`src/percFormatPkg.sv`:
```
package percFormatPkg;

	//////////////////////////////
	// Word and vector sizes
	//////////////////////////////

	localparam int WORD_W = 16;     // Q-format data word
	localparam int LWORD_W = 32;    // Accumulator word
	localparam int LPC_M = 10;      // LSF order
	localparam int N_SUB = 2;       // Subframes per frame

	//////////////////////////////
	// Datapath types
	//////////////////////////////

	typedef logic signed [WORD_W-1:0] wordT;

	// Index 0 is the first reflection coefficient
	typedef wordT [1:0] rcPairT;

	typedef wordT [LPC_M-1:0] lsfVecT;       // One LSF vector
	typedef lsfVecT [N_SUB-1:0] lsfSetT;     // One vector per lane
	typedef wordT [N_SUB-1:0] gammaPairT;    // One factor per subframe

endpackage

```
`src/percTuningPkg.sv`:
```
package percTuningPkg;

	//////////////////////////////
	// LAR approximation
	//////////////////////////////

	localparam percFormatPkg::wordT SEG1 = 16'sd1299;     // Linear segment limit
	localparam percFormatPkg::wordT SEG2 = 16'sd1815;
	localparam percFormatPkg::wordT SEG3 = 16'sd1944;

	localparam percFormatPkg::wordT A1 = 16'sd4567;       // Segment slopes
	localparam percFormatPkg::wordT A2 = 16'sd11776;
	localparam percFormatPkg::wordT A3 = 16'sd27443;

	localparam logic signed [percFormatPkg::LWORD_W-1:0] L_B1 = 32'sd3271557;
	localparam logic signed [percFormatPkg::LWORD_W-1:0] L_B2 = 32'sd16357786;
	localparam logic signed [percFormatPkg::LWORD_W-1:0] L_B3 = 32'sd46808433;

	localparam int LAR_SHIFT = 11;

	//////////////////////////////
	// Smoothing hysteresis
	//////////////////////////////

	localparam percFormatPkg::wordT THRESH_L1 = -16'sd3562;  // Turn-off pair
	localparam percFormatPkg::wordT THRESH_H1 = 16'sd1336;
	localparam percFormatPkg::wordT THRESH_L2 = -16'sd3116;  // Turn-on pair
	localparam percFormatPkg::wordT THRESH_H2 = 16'sd890;

	//////////////////////////////
	// Bandwidth expansion factors
	//////////////////////////////

	localparam percFormatPkg::wordT GAMMA1_0 = 16'sd32113;
	localparam percFormatPkg::wordT GAMMA1_1 = 16'sd30802;
	localparam percFormatPkg::wordT GAMMA2_0_H = 16'sd22938;   // Clamp limits
	localparam percFormatPkg::wordT GAMMA2_0_L = 16'sd13107;
	localparam percFormatPkg::wordT GAMMA2_1 = 16'sd19661;

	localparam percFormatPkg::wordT ALPHA = 16'sd19302;    // Slope of gamma2 line
	localparam percFormatPkg::wordT BETA = 16'sd1024;      // Intercept of gamma2 line
	localparam int GAMMA2_SHIFT = 5;

endpackage

```
`src/larSmoothing.sv`:
```
`timescale 1ns/1ps

module larSmoothing
(
	input logic clk,
	input logic reset,
	input logic start,
	input logic done,
	input percFormatPkg::rcPairT rc,
	input percFormatPkg::lsfVecT lsfInt,
	input percFormatPkg::lsfVecT lsfNew,
	output logic busy,
	output logic laneLoad,
	output percFormatPkg::lsfSetT laneLsf,
	output logic [percFormatPkg::N_SUB-1:0] smoothFlags
);
	import percFormatPkg::*;
	import percTuningPkg::*;

	rcPairT rcQ;
	lsfVecT lsfIntQ;
	lsfVecT lsfNewQ;
	wordT [1:0] larNew;
	wordT [1:0] larOld;
	wordT [1:0] larInt;
	logic busyQ;
	logic [1:0] step;       // 1 converts, 2 interpolates, 3 loads lanes
	logic smooth;           // Carries across subframes and frames
	logic flagSub0;
	logic flagSub1;
	logic accept;

	function automatic wordT sat16(input logic signed [LWORD_W-1:0] x);
		if (x > 32'sd32767)
			sat16 = 16'sh7FFF;
		else if (x < -32'sd32768)
			sat16 = 16'sh8000;
		else
			sat16 = x[WORD_W-1:0];
	endfunction

	// Three-segment approximation of the log-area ratio
	function automatic wordT rcToLar(input wordT rcIn);
		logic signed [LWORD_W-1:0] wide;
		logic signed [LWORD_W-1:0] offset;
		logic signed [LWORD_W-1:0] lTemp;
		wordT curRc;
		wordT slope;
		wordT lar;
		wide = LWORD_W'(rcIn);
		if (wide < 0)
			wide = -wide;
		curRc = sat16(wide) >>> 4;
		slope = A3;
		offset = L_B3;
		if (curRc <= SEG1)
			lar = curRc;                    // Linear part
		else
		begin
			if (curRc <= SEG2)
			begin
				slope = A1;
				offset = L_B1;
			end
			else if (curRc <= SEG3)
			begin
				slope = A2;
				offset = L_B2;
			end
			curRc = curRc >>> 1;
			lTemp = (LWORD_W'(curRc) * LWORD_W'(slope)) <<< 1;
			lTemp = (lTemp - offset) >>> LAR_SHIFT;
			lar = lTemp[WORD_W-1:0];
		end
		if (rcIn < 0)
			lar = sat16(-LWORD_W'(lar));    // Restore sign
		rcToLar = lar;
	endfunction

	function automatic logic nextSmooth(input logic cur, input wordT crit0, input wordT crit1);
		if (cur)
			nextSmooth = !((crit0 < THRESH_L1) && (crit1 > THRESH_H1));
		else
			nextSmooth = (crit0 > THRESH_L2) || (crit1 < THRESH_H2);
	endfunction

	assign busy = busyQ && !done;      // Falls in the done cycle
	assign accept = start && !busy;
	assign laneLsf[0] = lsfIntQ;
	assign laneLsf[1] = lsfNewQ;

	always_comb
	begin
		for (int i = 0; i < 2; i++)
			larInt[i] = sat16(LWORD_W'(larNew[i]) + LWORD_W'(larOld[i])) >>> 1;
		flagSub0 = nextSmooth(smooth, larInt[0], larInt[1]);     // Subframe 0 on averages
		flagSub1 = nextSmooth(flagSub0, larNew[0], larNew[1]);   // Subframe 1 on new LARs
	end

	//////////////////////////////
	// Sequence and persistent state
	//////////////////////////////

	always_ff @(posedge clk)
	begin
		if (reset)
		begin
			busyQ <= 1'b0;
			step <= 2'd0;
			laneLoad <= 1'b0;
			smooth <= 1'b1;
			smoothFlags <= '1;
			larOld <= '0;
		end
		else
		begin
			laneLoad <= 1'b0;
			if (accept)
				busyQ <= 1'b1;
			else if (done)
				busyQ <= 1'b0;
			case (step)
				2'd1: step <= 2'd2;
				2'd2:
				begin
					larOld <= larNew;
					smooth <= flagSub1;
					smoothFlags <= {flagSub1, flagSub0};
					step <= 2'd3;
				end
				2'd3:
				begin
					laneLoad <= 1'b1;
					step <= 2'd0;
				end
				default:
				begin
					if (accept)
						step <= 2'd1;       // New frame
				end
			endcase
		end
	end

	always_ff @(posedge clk)
	begin
		if (accept)
		begin
			rcQ <= rc;
			lsfIntQ <= lsfInt;
			lsfNewQ <= lsfNew;
		end
		if (step == 2'd1)
		begin
			for (int i = 0; i < 2; i++)
				larNew[i] <= rcToLar(rcQ[i]);
		end
	end

endmodule

```
`src/spacingGamma.sv`:
```
`timescale 1ns/1ps

module spacingGamma
(
	input logic clk,
	input logic reset,
	input logic load,
	input percFormatPkg::lsfVecT lsf,
	output percFormatPkg::wordT gamma2,
	output logic valid
);
	import percFormatPkg::*;
	import percTuningPkg::*;

	lsfVecT lsfQ;               // Doubled LSFs
	logic [3:0] idx;
	logic running;
	logic finish;
	wordT dMin;
	wordT diff;
	wordT gammaRaw;
	wordT gammaClamp;

	function automatic wordT sat16(input logic signed [LWORD_W-1:0] x);
		if (x > 32'sd32767)
			sat16 = 16'sh7FFF;
		else if (x < -32'sd32768)
			sat16 = 16'sh8000;
		else
			sat16 = x[WORD_W-1:0];
	endfunction

	//////////////////////////////
	// Spacing and gamma2 line
	//////////////////////////////

	always_comb
	begin
		diff = sat16(LWORD_W'(lsfQ[idx]) - LWORD_W'(lsfQ[idx - 4'd1]));
		gammaRaw = sat16((LWORD_W'(ALPHA) * LWORD_W'(dMin)) >>> 15);       // Q15 product
		gammaRaw = sat16(LWORD_W'(BETA) - LWORD_W'(gammaRaw));
		gammaRaw = sat16(LWORD_W'(gammaRaw) <<< GAMMA2_SHIFT);
		if (gammaRaw > GAMMA2_0_H)
			gammaClamp = GAMMA2_0_H;
		else if (gammaRaw < GAMMA2_0_L)
			gammaClamp = GAMMA2_0_L;
		else
			gammaClamp = gammaRaw;
	end

	always_ff @(posedge clk)
	begin
		if (reset)
		begin
			idx <= 4'd1;
			running <= 1'b0;
			finish <= 1'b0;
			valid <= 1'b0;
		end
		else
		begin
			valid <= finish;
			finish <= running && (idx == LPC_M - 1);
			if (load)
			begin
				idx <= 4'd1;
				running <= 1'b1;
			end
			else if (running)
			begin
				if (idx == LPC_M - 1)
					running <= 1'b0;
				else
					idx <= idx + 4'd1;
			end
		end
	end

	always_ff @(posedge clk)
	begin
		if (load)
		begin
			for (int k = 0; k < LPC_M; k++)
				lsfQ[k] <= sat16(LWORD_W'(lsf[k]) <<< 1);
			dMin <= 16'sh7FFF;          // First difference always wins
		end
		else if (running && (diff < dMin))
			dMin <= diff;
		if (finish)
			gamma2 <= gammaClamp;
	end

endmodule

```
`src/gammaSelect.sv`:
```
`timescale 1ns/1ps

module gammaSelect
(
	input logic clk,
	input logic reset,
	input logic [percFormatPkg::N_SUB-1:0] smoothFlags,
	input percFormatPkg::gammaPairT laneGamma2,
	input logic [percFormatPkg::N_SUB-1:0] laneValid,
	output percFormatPkg::gammaPairT gamma1,
	output percFormatPkg::gammaPairT gamma2,
	output logic done
);
	import percFormatPkg::*;
	import percTuningPkg::*;

	logic allValid;
	gammaPairT gamma1Next;
	gammaPairT gamma2Next;

	assign allValid = &laneValid;

	always_comb
	begin
		for (int k = 0; k < N_SUB; k++)
		begin
			if (smoothFlags[k])
			begin
				gamma1Next[k] = GAMMA1_1;       // Smooth spectrum
				gamma2Next[k] = GAMMA2_1;
			end
			else
			begin
				gamma1Next[k] = GAMMA1_0;
				gamma2Next[k] = laneGamma2[k];  // Adapted from d_min
			end
		end
	end

	always_ff @(posedge clk)
	begin
		if (reset)
		begin
			gamma1 <= '0;
			gamma2 <= '0;
			done <= 1'b0;
		end
		else
		begin
			done <= allValid;
			if (allValid)
			begin
				gamma1 <= gamma1Next;
				gamma2 <= gamma2Next;
			end
		end
	end

endmodule

```
`src/percAdapt.sv`:
```
`timescale 1ns/1ps

module percAdapt
(
	input logic clk,
	input logic reset,
	input logic start,
	input percFormatPkg::rcPairT rc,
	input percFormatPkg::lsfVecT lsfInt,
	input percFormatPkg::lsfVecT lsfNew,
	output logic busy,
	output logic done,
	output percFormatPkg::gammaPairT gamma1,
	output percFormatPkg::gammaPairT gamma2
);
	import percFormatPkg::*;

	logic laneLoad;
	lsfSetT laneLsf;
	logic [N_SUB-1:0] smoothFlags;
	gammaPairT laneGamma2;
	logic [N_SUB-1:0] laneValid;

	larSmoothing feeder
	(
		.clk(clk),
		.reset(reset),
		.start(start),
		.done(done),
		.rc(rc),
		.lsfInt(lsfInt),
		.lsfNew(lsfNew),
		.busy(busy),
		.laneLoad(laneLoad),
		.laneLsf(laneLsf),
		.smoothFlags(smoothFlags)
	);

	//////////////////////////////
	// One lane per subframe
	//////////////////////////////

	for (genvar k = 0; k < N_SUB; k++)
	begin : gLane
		spacingGamma lane
		(
			.clk(clk),
			.reset(reset),
			.load(laneLoad),
			.lsf(laneLsf[k]),
			.gamma2(laneGamma2[k]),
			.valid(laneValid[k])
		);
	end

	gammaSelect drain
	(
		.clk(clk),
		.reset(reset),
		.smoothFlags(smoothFlags),
		.laneGamma2(laneGamma2),
		.laneValid(laneValid),
		.gamma1(gamma1),
		.gamma2(gamma2),
		.done(done)
	);

endmodule

```
`config.mk`:
```
export PLATFORM = sky130hd
export DESIGN_NAME = percAdapt
export DESIGN_NICKNAME = d
export VERILOG_FILES = /design/src/percFormatPkg.sv /design/src/percTuningPkg.sv /design/src/larSmoothing.sv /design/src/spacingGamma.sv /design/src/gammaSelect.sv /design/src/percAdapt.sv
export SDC_FILE = /design/constraint.sdc
export NUM_CORES = 2
export LEC_CHECK = 0
export BUFFER_PORTS_ARGS = -buffer_cell sky130_fd_sc_hd__buf_2
export CAP_MARGIN = 25
export CORE_AREA = 2 2 455 457
export DETAILED_ROUTE_END_ITERATION = 10
export DIE_AREA = 0 0 457 459
export PLACE_DENSITY_LB_ADDON = 0.25
export SYNTH_ARGS = -nofsm -noshare
export SYNTH_HDL_FRONTEND = slang
export SYNTH_SLANG_ARGS = --single-unit
```
`constraint.sdc`:
```
create_clock -name clk -period 18.6 [get_ports clk]
set_input_delay 0.93 -clock clk [delete_from_list [all_inputs] [get_ports clk]]
set_output_delay 0.93 -clock clk [all_outputs]
set_load 0.02 [all_outputs]
```
==> reports/results.md <==
| Stage | Metric | Value |
|:---|:---|:---|
| die | Effective utilization at floorplan | 31.72% |
| final layout | Most common library cell in the layout ignoring fill and taps | sky130_fd_sc_hd__edfxtp_1 |
| final layout | Most frequent cells in the layout | 734 x sky130_fd_sc_hd__edfxtp_1, 636 x sky130_fd_sc_hd__inv_1, 608 x sky130_fd_sc_hd__nor2_1, 556 x sky130_fd_sc_hd__nand2_1, 520 x sky130_fd_sc_hd__ha_1 |
| routing | DRT antenna net count | 0 |
| yosys | Distinct cells, synth | 121 |
| sta | Total setup violations reported at the end of the flow | 0 |
| placed design | Routability-driven placement congestion ratio | 0.9022 |
| die | I/O pin total | 421 |
| placed design | Post-DP HPWL | 138100 µm |
| critical path | Origin of the critical flop-to-flop path | feeder.rcQ[17] |
| placed design | Number of buffers inserted by port buffering | 410 |
| critical path | End of the worst register-to-register path | feeder.larNew[20] |
| clock network | Clock transition at path regs | 0.06 ns |
| grt | Number of global-route vias before repair | 46800 |
| die | Total die area | 209800 µm² |
| final layout | Area Growth Syn to Fin | 12.65% |
| yosys | Post-synthesis area per instance | 10.37 µm² |
| job | Max Cap Viol | 0 |
| grt | GR Util All Layers | 16.66% |
| sta | RSZ-0062 raised after global routing | no |
| yosys | Number of flops mapped to enable cells by yosys | 734 |
| hold path | Worst hold path type | input port to flip-flop |
| sta | Slew headroom | 24.37% |
| clock network | Sinks on the clock net | 854 |
| clock network | CTS Buf Count | 100 |
| sta | Number of slew-limit violations in the final report | 0 |
| sta | Endpoints failing hold | 0 |
| critical path | Worst stage delay on the critical path | 0.61 ns |
| clock network | Buffer count from post-CTS setup fixing | 0 |
| grt | Wire length of the first global-routing pass | 274700 µm |
| clock network | H-tree levels | 3 |
| die | Die outline height | 459 µm |
| routing | Remaining design rule violation count | 0 |
| routing | Per-cell via count in the routed design | 5.032 |
| critical path | Most frequent CP cell | sky130_fd_sc_hd__inv_1 |
| routing | Router iterations before antenna repair | 6 |
| grt | Antenna violations before repair | 8 |
| sta | Worst-Margin Slew | 1.119 ns |
| die | Width of the die | 457 µm |
| grt | Largest net degree at the start of global routing | 83 |
| yosys | Share of synthesized area occupied by flip-flops and latches | 37.48% |
| routing | Average wire per standard cell | 18.98 µm |
| routing | Drt total wl | 177900 µm |
| critical path | Sort of element at the end of the critical path | flip-flop |
| clock network | Number of buffers on the longest clock path | 3 |
| clock network | Post-cts resize count | 0 |
| critical path | Crit path kind | flip-flop to flip-flop |
| sta | Maximum frequency from static timing analysis | 75.26 MHz |
| sta | Post-route minimum period | 13.29 ns |
| routing | Number of violations reported at the end of detailed-routing iteration 0 | 3613 |
| clock network | Clock insertion delay at the later pin of the skew report | 0.77 ns |
| die | Area inside the core boundary | 205600 µm² |
| final layout | Storage cell area | 24450 µm² |
| final layout | Share of final-layout standard cells stronger than drive strength 1 | 13.23% |
| routing | Via count | 47160 |
| sta | Setup TNS | 0 ns |
| yosys | Synth Instances | 6290 |
| critical path | Signal arrival time at the worst endpoint | 13.78 ns |
| clock network | Clock tree from TritonCTS | done |
| final layout | Count of nets after finishing | 7839 |
| clock network | Hold buffer count at CTS | 0 |
| critical path | Slowest-stage cell, CP | sky130_fd_sc_hd__o31a_1 |
| critical path | Kind of start point of the critical path | flip-flop |
| critical path | CP Capture Point | feeder.larNew[20] |
| yosys | Commonest register cell after synthesis | sky130_fd_sc_hd__edfxtp_1 |
| die | # rows | 167 |
| sta | Final critical-path share of the clock period | 71.44% |
| critical path | Internal reg-to-reg setup slack | 5.31 ns |
| critical path | Worst Path Max Fanout | 21 |
| critical path | Critical path required time | 19.10 ns |
| yosys | Fraction of registers with async set/reset | 0% |
| grt | GR Overflow Total | 0 |
| yosys | YS warnings | 0 |
| yosys | Post-synthesis register bit count | 854 |
| status | Result of the run | complete, no violations |
| final layout | Area occupied by multi-input gates | 37220 µm² |
| final layout | Final-layout fill cell count | 20560 |
| critical path | Source of the critical timing path | feeder.rcQ[17] |
| critical path | Worst Reg2Reg Path Length in Cells | 46 |
| yosys | Combined area of all synthesized cells | 65210 µm² |
| clock network | CTS root buf | sky130_fd_sc_hd__clkbuf_16 |
| sta | Setup Skew | 0.07347 ns |
[critical path, delay by kind of cell, from the launching register on]
family | cells | cell delay (ns)
AO/OA/AOI/OAI | 16 | 3.58
flip-flops | 1 | 0.50
XOR/XNOR | 3 | 0.79
multiplexers | 1 | 0.16
AND/OR/NAND/NOR | 9 | 3.27
buffers and inverters | 8 | 1.26
adder cells (fa/ha/maj) | 9 | 3.48
[per-layer routing]
layer	vias to the layer above	part of all wire, %	global-route usage (%)
li1	22860	-	-
met1	22920	46	23.17
met2	1191	47	27.50
met3	197	4.6	2.095
met4	0	2.1	4.019
met5	-	0	0
[kinds of logic (layout without fill, tap and decap cells)]
kind of cell / after synthesis / in the layout / synth area share [%]
DFF: 854 / 854 / 37.48
buffers and inverters: 960 / 1293 / 5.754
AOI/OAI and AO/OA: 1265 / 1265 / 12.21
and+or+nand+nor: 1782 / 1782 / 12.60
muxes: 338 / 338 / 7.721
adders and majority gates: 906 / 906 / 21.74
xor gates and xnor gates: 183 / 183 / 2.479
other: 2 / 47 / 0.01152
[layout make-up]
class                           instances  share of cell area (%)
Multi-Input combinational cell       4520                   50.67
Sequential cell                       854                   33.29
Tap cell                             2704                   4.605
Timing Repair Buffer                  466                   3.578
Clock buffer                          123                   3.551
Inverter                              641                   3.275
Clock inverter                         63                   1.034
Antenna cell                            1                0.003406
[cell usage after synthesis, types with 41 or more instances]
master	count	area share [%]
sky130_fd_sc_hd__ha_1	521	10
sky130_fd_sc_hd__o21ai_0	461	3.5
sky130_fd_sc_hd__o211ai_1	41	0.47
sky130_fd_sc_hd__a31oi_1	49	0.47
sky130_fd_sc_hd__xor2_1	68	0.91
sky130_fd_sc_hd__clkbuf_1	244	1.4
sky130_fd_sc_hd__a21oi_1	264	2.0
sky130_fd_sc_hd__nor2_1	608	3.5
sky130_fd_sc_hd__nor3_1	153	1.2
sky130_fd_sc_hd__nand2_1	556	3.2
sky130_fd_sc_hd__mux2i_1	170	2.6
sky130_fd_sc_hd__inv_1	636	3.7
sky130_fd_sc_hd__mux4_2	128	4.4
sky130_fd_sc_hd__xnor2_1	114	1.5
sky130_fd_sc_hd__edfxtp_1	734	34
sky130_fd_sc_hd__fa_1	380	12
sky130_fd_sc_hd__a21o_1	75	0.86
sky130_fd_sc_hd__dfxtp_1	120	3.7
sky130_fd_sc_hd__nand3_1	82	0.63
sky130_fd_sc_hd__nor2b_1	49	0.47
[worst min path at each step]
| stage | slack, ns | start | to | cells past startpoint |
|---|---|---|---|---|
| 6_report | 0.33 | lsfNew[6] | feeder.laneLsf[166] | 1 |
| 5_1_grt | 0.28 | lsfNew[45] | feeder.laneLsf[205] | 1 |
| 4_1_cts | 0.26 | lsfNew[6] | feeder.laneLsf[166] | 1 |
| 3_5_place_dp | 0.44 | drain.gamma2[21] | drain.gamma2[21] | 2 |
| 3_3_place_gp | 0.44 | drain.gamma2[31] | drain.gamma2[31] | 2 |
| 2_1_floorplan | 0.45 | feeder.larOld[15] | feeder.larOld[15] | 2 |
[per-stage QoR]
stage	util, %	worst slack [ns]	hold slack, ns	cell area, µm²	instances
final	35.73	5.312	0.3326	73460	9372
after global routing	35.73	4.359	0.2838	73460	9372
after CTS	35.64	5.165	0.2568	73280	9363
after detailed placement	34.00	5.160	0.4434	69910	9177
after global placement	33.97	5.480	0.4402	69840	9172
after floorplan	-	0.6538	0.4548	65380	6334
[registers in the layout, summed over array words and instances, names as in the netlist, 30 cells and up]
register,flops
feeder.laneLsf,320
gLane.lane.lsfQ,320
feeder.larNew,32
feeder.larOld,32
feeder.rcQ,32
gLane.lane.dMin,32
drain.gamma2,30
gLane.lane.gamma2,30
Power is not shown: default switching activity piles up to over one toggle a cycle in this logic, so the estimate is an artifact.
